`src/source/fedp_pkg.sv`:
```
/*
 * FEDP shared definitions
 * Format codes, datapath widths, product bias constants
 * and the per-operand class record.
 */

package fedp_pkg;

    // Operand format codes, codes 2 and 3 are illegal
    localparam logic [1:0] FMT_FP16 = 2'd0;
    localparam logic [1:0] FMT_BF16 = 2'd1;

    // Vector shape
    localparam int K      = 4;
    localparam int LANES  = 2;
    localparam int STEPS  = K / LANES;
    localparam int STEP_W = (STEPS > 1) ? $clog2(STEPS) : 1;

    // --------------------------------------------------
    // Datapath widths
    // --------------------------------------------------
    localparam int EXP_W  = 10;
    localparam int MAN_W  = 11;
    localparam int PROD_W = 2 * MAN_W;
    localparam int ACC_W  = 48;
    localparam int FRAC_W = 24;

    // IEEE exponent biases of the two inputs
    localparam int FP16_EXP_BIAS = 15;
    localparam int BF16_EXP_BIAS = 127;

    // Fraction bits in the raw significand product
    localparam int FP16_PROD_FRAC = 20;
    localparam int BF16_PROD_FRAC = 14;

    // ea + eb + bias gives the left shift onto the accumulator point.
    // Negative results mean a right shift with truncation.
    localparam int PROD_BIAS_FP16 = FRAC_W - FP16_PROD_FRAC - 2 * FP16_EXP_BIAS;
    localparam int PROD_BIAS_BF16 = FRAC_W - BF16_PROD_FRAC - 2 * BF16_EXP_BIAS;

    // Operand class record
    typedef struct packed {
        logic is_zero;
        logic is_sub;
        logic is_inf;
        logic is_nan;
        logic sign;
    } fedp_class_t;

endpackage
```
`src/source/fedp_prod_if.sv`:
```
/*
 * FEDP product beat
 * One cycle of products, ready for alignment, from the
 * multiplier lanes to the accumulator. No back-pressure.
 */

`timescale 1ns/10ps

interface fedp_prod_if;
    import fedp_pkg::*;

    logic                         valid;
    logic                         last;
    logic [LANES-1:0]             sign;
    logic [LANES-1:0][EXP_W-1:0]  exp;
    logic [LANES-1:0][PROD_W-1:0] sig;
    logic [LANES-1:0]             nan;
    logic [LANES-1:0]             inf;

    modport producer (output valid, last, sign, exp, sig, nan, inf);

    modport consumer (input valid, last, sign, exp, sig, nan, inf);

endinterface

```
`src/source/fedp_top.sv`:
```
/*
 * FEDP top
 * Four-element FP16/BF16 dot product with a req/ack
 * handshake and a signed fixed-point result.
 */

`timescale 1ns/10ps

module fedp_top (
    input  logic                                   clk,
    input  logic                                   rst_n,
    input  logic                                   req,
    input  logic [1:0]                             fmt,
    input  logic [fedp_pkg::K-1:0][15:0]           a_vec,
    input  logic [fedp_pkg::K-1:0][15:0]           b_vec,
    output logic                                   ack,
    output logic signed [fedp_pkg::ACC_W-1:0]      result,
    output logic                                   res_nan,
    output logic                                   res_inf,
    output logic                                   res_ovf
);
    import fedp_pkg::*;

    logic                         start;
    logic                         step;
    logic                         finish;
    logic                         last;
    logic [STEP_W-1:0]            count;
    logic [1:0]                   fmt_q;
    logic [K-1:0][15:0]           a_q;
    logic [K-1:0][15:0]           b_q;
    logic [LANES-1:0][15:0]       a_pair;
    logic [LANES-1:0][15:0]       b_pair;

    fedp_prod_if prod_bus ();

    // Operand capture
    always_ff @(posedge clk) begin
        if (start) begin
            fmt_q <= fmt;
            a_q   <= a_vec;
            b_q   <= b_vec;
        end
    end

    // Pair slice for the current step
    for (genvar l = 0; l < LANES; l++) begin : g_sel
        assign a_pair[l] = a_q[int'(count) * LANES + l];
        assign b_pair[l] = b_q[int'(count) * LANES + l];
    end

    fedp_ctrl_fsm u_ctrl (
        .clk    (clk),
        .rst_n  (rst_n),
        .req    (req),
        .last   (last),
        .start  (start),
        .step   (step),
        .finish (finish),
        .ack    (ack)
    );

    fedp_step_counter u_cnt (
        .clk   (clk),
        .rst_n (rst_n),
        .start (start),
        .step  (step),
        .count (count),
        .last  (last)
    );

    fedp_mul_lanes u_mul (
        .clk       (clk),
        .rst_n     (rst_n),
        .step      (step),
        .last_step (last),
        .fmt       (fmt_q),
        .a_pair    (a_pair),
        .b_pair    (b_pair),
        .prod      (prod_bus.producer)
    );

    fedp_accum u_acc (
        .clk     (clk),
        .rst_n   (rst_n),
        .start   (start),
        .prod    (prod_bus.consumer),
        .result  (result),
        .res_nan (res_nan),
        .res_inf (res_inf),
        .res_ovf (res_ovf)
    );

    // Controller drain cycle lines up with the final product beat
    a_drain_on_last: assert property (@(posedge clk) disable iff (!rst_n)
        finish |-> prod_bus.valid && prod_bus.last);

endmodule

```
`src/source/fedp_ctrl_fsm.sv`:
```
/*
 * FEDP controller
 * Four-phase req/ack handshake, sequences capture, the
 * multiply steps, the drain beat and the result hold.
 */

`timescale 1ns/10ps

module fedp_ctrl_fsm (
    input  logic clk,
    input  logic rst_n,
    input  logic req,
    input  logic last,
    output logic start,
    output logic step,
    output logic finish,
    output logic ack
);

    typedef enum logic [1:0] {
        IDLE,
        RUN,
        DRAIN,
        DONE
    } state_t;

    state_t state_q;
    state_t state_d;

    always_comb begin
        state_d = state_q;
        case (state_q)
            IDLE:    if (req) state_d = RUN;
            RUN:     if (last) state_d = DRAIN;
            // Last beat enters the accumulator here
            DRAIN:   state_d = DONE;
            DONE:    if (!req) state_d = IDLE;
            default: state_d = IDLE;
        endcase
    end

    always_ff @(posedge clk or negedge rst_n) begin
        if (!rst_n) begin
            state_q <= IDLE;
            ack     <= 1'b0;
        end else begin
            state_q <= state_d;
            // Held while req stays up, drops the edge req is seen low
            ack     <= (state_q == DONE) && req;
        end
    end

    assign start  = (state_q == IDLE) && req;
    assign step   = (state_q == RUN);
    assign finish = (state_q == DRAIN);

    // Requester drops req only once ack is up
    a_req_until_ack: assert property (@(posedge clk) disable iff (!rst_n)
        $fell(req) |-> ack);

endmodule

```
`src/source/fedp_step_counter.sv`:
```
/*
 * FEDP step counter
 * Tracks which operand pair slice is being multiplied and
 * flags the final step of a request.
 */

`timescale 1ns/10ps

module fedp_step_counter (
    input  logic                         clk,
    input  logic                         rst_n,
    input  logic                         start,
    input  logic                         step,
    output logic [fedp_pkg::STEP_W-1:0]  count,
    output logic                         last
);
    import fedp_pkg::*;

    always_ff @(posedge clk or negedge rst_n) begin
        if (!rst_n)
            count <= '0;
        else if (start)
            count <= '0;
        else if (step)
            count <= last ? '0 : count + 1'b1;
    end

    assign last = (count == STEP_W'(STEPS - 1));

endmodule

```
`src/source/fedp_accum.sv`:
```
/*
 * FEDP accumulator
 * Aligns each lane product onto the fixed-point grid, adds
 * the signed terms and keeps sticky NaN, inf and overflow.
 */

`timescale 1ns/10ps

module fedp_accum (
    input  logic                                clk,
    input  logic                                rst_n,
    input  logic                                start,
    fedp_prod_if.consumer                       prod,
    output logic signed [fedp_pkg::ACC_W-1:0]   result,
    output logic                                res_nan,
    output logic                                res_inf,
    output logic                                res_ovf
);
    import fedp_pkg::*;

    localparam int WIDE_W = ACC_W + PROD_W;

    logic signed [ACC_W-1:0]   acc_q;
    logic                      nan_q;
    logic                      pinf_q;
    logic                      ninf_q;
    logic                      ovf_q;
    logic signed [ACC_W-1:0]   term [LANES];
    logic [LANES-1:0]          lane_ovf;
    logic signed [ACC_W+1:0]   sum_ext;
    logic                      sum_ovf;

    // --------------------------------------------------
    // Alignment per lane
    // --------------------------------------------------
    always_comb begin
        logic signed [EXP_W-1:0] sh;
        logic [WIDE_W-1:0]       wide;
        for (int l = 0; l < LANES; l++) begin
            sh          = $signed(prod.exp[l]);
            wide        = '0;
            lane_ovf[l] = 1'b0;
            if (sh < 0) begin
                // Bits below 2^-FRAC_W drop off
                if (sh > -PROD_W)
                    wide = WIDE_W'(prod.sig[l]) >> (-sh);
            end else if (sh < ACC_W) begin
                wide = WIDE_W'(prod.sig[l]) << sh;
            end else begin
                lane_ovf[l] = (prod.sig[l] != '0);
            end
            // Magnitude must fit below the sign bit
            if (wide[WIDE_W-1:ACC_W-1] != '0)
                lane_ovf[l] = 1'b1;
            // Exceptional lanes contribute nothing numeric
            if (prod.nan[l] || prod.inf[l]) begin
                wide        = '0;
                lane_ovf[l] = 1'b0;
            end
            term[l] = prod.sign[l] ? -$signed(wide[ACC_W-1:0]) : $signed(wide[ACC_W-1:0]);
        end
    end

    always_comb begin
        sum_ext = acc_q;
        for (int l = 0; l < LANES; l++)
            sum_ext = sum_ext + term[l];
    end

    // Two guard bits must match the sign
    assign sum_ovf = (sum_ext[ACC_W+1:ACC_W-1] != 3'b000) && (sum_ext[ACC_W+1:ACC_W-1] != 3'b111);

    always_ff @(posedge clk or negedge rst_n) begin
        if (!rst_n) begin
            acc_q  <= '0;
            nan_q  <= 1'b0;
            pinf_q <= 1'b0;
            ninf_q <= 1'b0;
            ovf_q  <= 1'b0;
        end else if (start) begin
            acc_q  <= '0;
            nan_q  <= 1'b0;
            pinf_q <= 1'b0;
            ninf_q <= 1'b0;
            ovf_q  <= 1'b0;
        end else if (prod.valid) begin
            acc_q  <= sum_ext[ACC_W-1:0];
            nan_q  <= nan_q | (|prod.nan);
            pinf_q <= pinf_q | (|(prod.inf & ~prod.sign));
            ninf_q <= ninf_q | (|(prod.inf & prod.sign));
            ovf_q  <= ovf_q | (|lane_ovf) | sum_ovf;
        end
    end

    // +inf and -inf together is invalid
    assign res_nan = nan_q | (pinf_q & ninf_q);
    assign res_inf = ~res_nan & (pinf_q | ninf_q);
    assign res_ovf = ovf_q;
    assign result  = (res_nan || res_inf) ? '0 : acc_q;

    // Clear and a beat never collide
    a_no_beat_on_start: assert property (@(posedge clk) disable iff (!rst_n)
        start |-> !prod.valid);

    // The final beat of a request is followed by a gap
    a_gap_after_last: assert property (@(posedge clk) disable iff (!rst_n)
        prod.valid && prod.last |=> !prod.valid);

endmodule

```
`src/source/fedp_mul_lanes.sv`:
```
/*
 * FEDP multiplier lanes
 * Multiplies LANES operand pairs per step and forms sign,
 * biased exponent sum, significand product and exceptions.
 * The beat is registered onto the product interface.
 */

`timescale 1ns/10ps

module fedp_mul_lanes (
    input  logic                                clk,
    input  logic                                rst_n,
    input  logic                                step,
    input  logic                                last_step,
    input  logic [1:0]                          fmt,
    input  logic [fedp_pkg::LANES-1:0][15:0]    a_pair,
    input  logic [fedp_pkg::LANES-1:0][15:0]    b_pair,
    fedp_prod_if.producer                       prod
);
    import fedp_pkg::*;

    logic                         is_bf16;
    logic [EXP_W-1:0]             bias;
    logic [LANES-1:0]             sign_c;
    logic [LANES-1:0]             nan_c;
    logic [LANES-1:0]             inf_c;
    logic [LANES-1:0][EXP_W-1:0]  exp_c;
    logic [LANES-1:0][PROD_W-1:0] sig_c;

    // Effective exponent, subnormals run at exponent 1
    function automatic logic [7:0] eff_exp(input logic [15:0] v, input fedp_class_t c,
                                           input logic bf16);
        if (c.is_sub)
            return 8'd1;
        return bf16 ? v[14:7] : {3'b000, v[14:10]};
    endfunction

    // Significand with hidden bit, zero forces it clear
    function automatic logic [MAN_W-1:0] eff_man(input logic [15:0] v, input fedp_class_t c,
                                                 input logic bf16);
        if (c.is_zero)
            return '0;
        return bf16 ? {3'b000, ~c.is_sub, v[6:0]} : {~c.is_sub, v[9:0]};
    endfunction

    assign is_bf16 = (fmt == FMT_BF16);
    assign bias    = is_bf16 ? EXP_W'(PROD_BIAS_BF16) : EXP_W'(PROD_BIAS_FP16);

    for (genvar l = 0; l < LANES; l++) begin : g_lane
        fedp_class_t cls_a;
        fedp_class_t cls_b;
        logic        inf_zero;

        fedp_classifier u_cls_a (.val(a_pair[l]), .fmt(fmt), .cls(cls_a));
        fedp_classifier u_cls_b (.val(b_pair[l]), .fmt(fmt), .cls(cls_b));

        assign sign_c[l] = cls_a.sign ^ cls_b.sign;
        assign exp_c[l]  = {2'b00, eff_exp(a_pair[l], cls_a, is_bf16)}
                         + {2'b00, eff_exp(b_pair[l], cls_b, is_bf16)} + bias;
        assign sig_c[l]  = eff_man(a_pair[l], cls_a, is_bf16)
                         * eff_man(b_pair[l], cls_b, is_bf16);

        // inf * 0 is invalid
        assign inf_zero = (cls_a.is_inf & cls_b.is_zero) | (cls_a.is_zero & cls_b.is_inf);
        assign nan_c[l] = cls_a.is_nan | cls_b.is_nan | inf_zero;
        assign inf_c[l] = (cls_a.is_inf | cls_b.is_inf) & ~nan_c[l];
    end

    // --------------------------------------------------
    // Beat register, lands in the accumulator next cycle
    // --------------------------------------------------
    always_ff @(posedge clk or negedge rst_n) begin
        if (!rst_n) begin
            prod.valid <= 1'b0;
            prod.last  <= 1'b0;
        end else begin
            prod.valid <= step;
            prod.last  <= step & last_step;
        end
    end

    always_ff @(posedge clk) begin
        if (step) begin
            prod.sign <= sign_c;
            prod.exp  <= exp_c;
            prod.sig  <= sig_c;
            prod.nan  <= nan_c;
            prod.inf  <= inf_c;
        end
    end

    // Operand register in the top must hold a legal format while stepping
    a_fmt_legal: assert property (@(posedge clk) disable iff (!rst_n)
        step |-> (fmt == FMT_FP16 || fmt == FMT_BF16));

endmodule

```
`src/source/fedp_classifier.sv`:
```
/*
 * FEDP operand classifier
 * Splits a 16-bit FP16 or BF16 value into its fields and
 * reports zero, subnormal, infinity, NaN and sign.
 */

`timescale 1ns/10ps

module fedp_classifier (
    input  logic                  [15:0] val,
    input  logic                  [1:0]  fmt,
    output fedp_pkg::fedp_class_t        cls
);
    import fedp_pkg::*;

    logic exp_zero;
    logic exp_ones;
    logic man_zero;

    // Field split per format
    always_comb begin
        if (fmt == FMT_BF16) begin
            exp_zero = (val[14:7] == 8'h00);
            exp_ones = (val[14:7] == 8'hff);
            man_zero = (val[6:0] == 7'h00);
        end else begin
            exp_zero = (val[14:10] == 5'h00);
            exp_ones = (val[14:10] == 5'h1f);
            man_zero = (val[9:0] == 10'h000);
        end
    end

    assign cls.is_zero = exp_zero & man_zero;
    assign cls.is_sub  = exp_zero & ~man_zero;
    assign cls.is_inf  = exp_ones & man_zero;
    assign cls.is_nan  = exp_ones & ~man_zero;
    assign cls.sign    = val[15];

endmodule

```
`config.mk`:
```
export PLATFORM = sky130hd
export DESIGN_NAME = fedp_top
export DESIGN_NICKNAME = d
export VERILOG_FILES = /design/src/source/fedp_pkg.sv /design/src/source/fedp_prod_if.sv /design/src/source/fedp_top.sv /design/src/source/fedp_ctrl_fsm.sv /design/src/source/fedp_step_counter.sv /design/src/source/fedp_accum.sv /design/src/source/fedp_mul_lanes.sv /design/src/source/fedp_classifier.sv
export SDC_FILE = /design/constraint.sdc
export NUM_CORES = 2
export LEC_CHECK = 0
export ABC_AREA = 1
export BUFFER_PORTS_ARGS = -buffer_cell sky130_fd_sc_hd__buf_2
export CORE_MARGIN = 5
export CORE_UTILIZATION = 39
export CTS_CLUSTER_DIAMETER = 200
export CTS_CLUSTER_SIZE = 16
export DETAILED_ROUTE_END_ITERATION = 8
export GPL_TIMING_DRIVEN = 0
export SYNTH_ARGS = -nofsm -noshare
export SYNTH_HDL_FRONTEND = slang
export SYNTH_HIERARCHICAL = 1
export SYNTH_SLANG_ARGS = --single-unit
```
`constraint.sdc`:
```
create_clock -name clk -period 6.5 [get_ports clk]
set_input_delay 1.3 -clock clk [delete_from_list [all_inputs] [get_ports clk]]
set_output_delay 1.3 -clock clk [all_outputs]
set_load 0.03 [all_outputs]
```
==> run metrics <==
CTS buffer count 20; Clock transition at path regs about 0.090 ns; Clock Tree Buf Depth 3; dpl cells about 6800; Post-CTS Hold Buffers 0; GP Congestion a little under 1; H-tree Lvls 1; TritonCTS clock tree done; grt total ovfl 0; Critical Path Slowest Stage Cell fa_1; CP Class flip-flop to flip-flop; Peak Freq 159 MHz; Routed Antenna Nets 0; Critical path origin u_mul/prod.exp[0]; vias in the first global route around 35000; Final Max Slew Viols 0; pin count of the biggest net entering global routing 104; Port Buffers 184; Mean Syn Cell Area 6.60 µm²; Worst setup SP type flip-flop; Detailed Route Iter0 Violations approximately 3200; detailed placement HPWL approximately 110 mm; Cell Rows 110; Critical Path End Type flip-flop; CP Max Fanout 10; Final Hold Fails 0; Root Buffer clkbuf_16; minimum clock period between 6 and 7 ns; Skew-Pair Late Insertion Delay slightly below 0.6 ns; Initial Util 0.395; Die X 312 µm; Rel. slew slack 0.324; Top Ports ~190; Total GRT Usage 0.254; fin cells between 6000 and 7000; first-pass GRT wire length 198 mm; WP data arrival roughly 6.8 ns; final worst path period share 0.968; Area growth, synth to finish 20.3%; NumNets Final around 6300; mean number of vias per cell 5.29; Syn. warnings 6; run status finished, final reports clean; Max-cap violations 0; slowest cell delay on critical path around 0.49 ns; # DRC 0; R2R Path Start u_mul/prod.exp[0]; full die area about 0.098 mm²; core area between 0.09 and 0.1 mm²; Critical Path RT between 6 and 7 ns; antenna violations before repair 0; detailed-route via count approximately 37000; share of cells above drive strength 1 0.199; TritonRoute pass-1 iters 6; Clock Skew between 0.05 and 0.06 ns; WL per Instance 19.0 µm; total wire length between 100 and 150 mm; Cell Area, Synth about 0.036 mm²; clk sinks 257; syn_nets just under 6000; die height between 300 and 400 µm; Least-Margin Pin Slew approximately 1.0 ns; hold path start u_acc/acc_q[12]; Mapped Cells approximately 5400; worst hold-check path type flip-flop to flip-flop; Final setup viols 0
-- final cells by class --
type	count	area, µm²
antenna	1	2.50
fill	9354	47400
tap	1176	1470
timing repair inverter	1	5.00
buffer	161	975
sequential	257	7430
multi-input combinational	4104	26900
clock buffer	25	519
timing repair buffer	323	2100
inverter	875	3380
clock inverter	2	46.3
-- placed cells by master (no fill, tap or decap), types with 47 or more instances in the layout --
cell type / count
a21oi_1: 151
buf_2: 215
buf_4: 142
clkbuf_1: 65
dfrtp_1: 56
edfxtp_1: 200
fa_1: 220
ha_1: 145
ha_4: 47
inv_1: 804
inv_2: 47
nand2_1: 1456
nand2_2: 183
nand3_1: 376
nand3_2: 80
nand4_1: 93
nor2_1: 484
nor2_2: 57
nor2_4: 68
o21ai_0: 201
o21ai_1: 62
xor2_1: 54
-- worst paths after layout --
| path | cells past startpoint | to | slack, ns |
|---|---|---|---|
| max | 42 | u_acc/acc_q[44] | 0.21 |
| min | 2 | u_acc/acc_q[12] | 0.49 |
| max reg2reg | 42 | u_acc/acc_q[44] | 0.21 |
| min reg2reg | 2 | u_acc/acc_q[12] | 0.49 |
| max in group asynchronous | 1 | u_cnt/count | 5.02 |
| min in group asynchronous | 1 | u_acc/acc_q[30] | 0.84 |
-- state kept, by name, indices dropped and copies added (netlist names), 2 cells and up --
register,cells
u_ctrl/state_q,2
u_acc/acc_q,48
b_q,64
a_q,64
u_mul/prod.nan,2
u_mul/prod.sig,44
u_mul/prod.sign,2
u_mul/prod.exp,20
u_mul/prod.inf,2
fmt_q,2
-- per-stage QoR --
stage	area, µm²	worst slack, ns	hold WS (ns)	utilization	TNS, ns
final	42900	0.205	0.492	0.475	0
after global routing	42900	-0.125	0.514	0.475	-0.740
after CTS	39800	0.00169	0.492	0.440	0
after detailed placement	38100	-1.84	0.470	0.422	-44.42
after global placement	38000	-1.83	0.466	0.421	-67.26
after floorplan	35600	0.245	0.452	-	0
-- what timing repair did --
| item | in CTS | in global routing |
|---|---|---|
| resized for setup | 222 | 595 |
| setup endpoints to repair | 64 | 54 |
| pin swaps | 27 | 193 |
| setup buffers | 36 | 96 |
| cloned | 2 | 7 |
-- routing by layer --
layer / routed length [µm] / track usage / up-vias
li1: - / - / 17900
met1: 57800 / 0.350 / 17200
met2: 60900 / 0.426 / 1402
met3: 7870 / 0.0220 / 242
met4: 5100 / 0.0758 / 0
met5: 0 / 0 / -
-- worst max-delay path, delay by kind of cell, from the launching register on --
| family | cells | cell delay [ns] |
|---|---|---|
| compound gates | 11 | 1.76 |
| buf+inv | 13 | 1.47 |
| simple gates | 14 | 1.41 |
| fa+ha+maj | 3 | 0.97 |
| flops | 1 | 0.39 |
| xor+xnor | 1 | 0.18 |
Power is left out: the tool's default activity adds up to more than one toggle a clock period on the data nets, which glitch-free logic cannot reach.
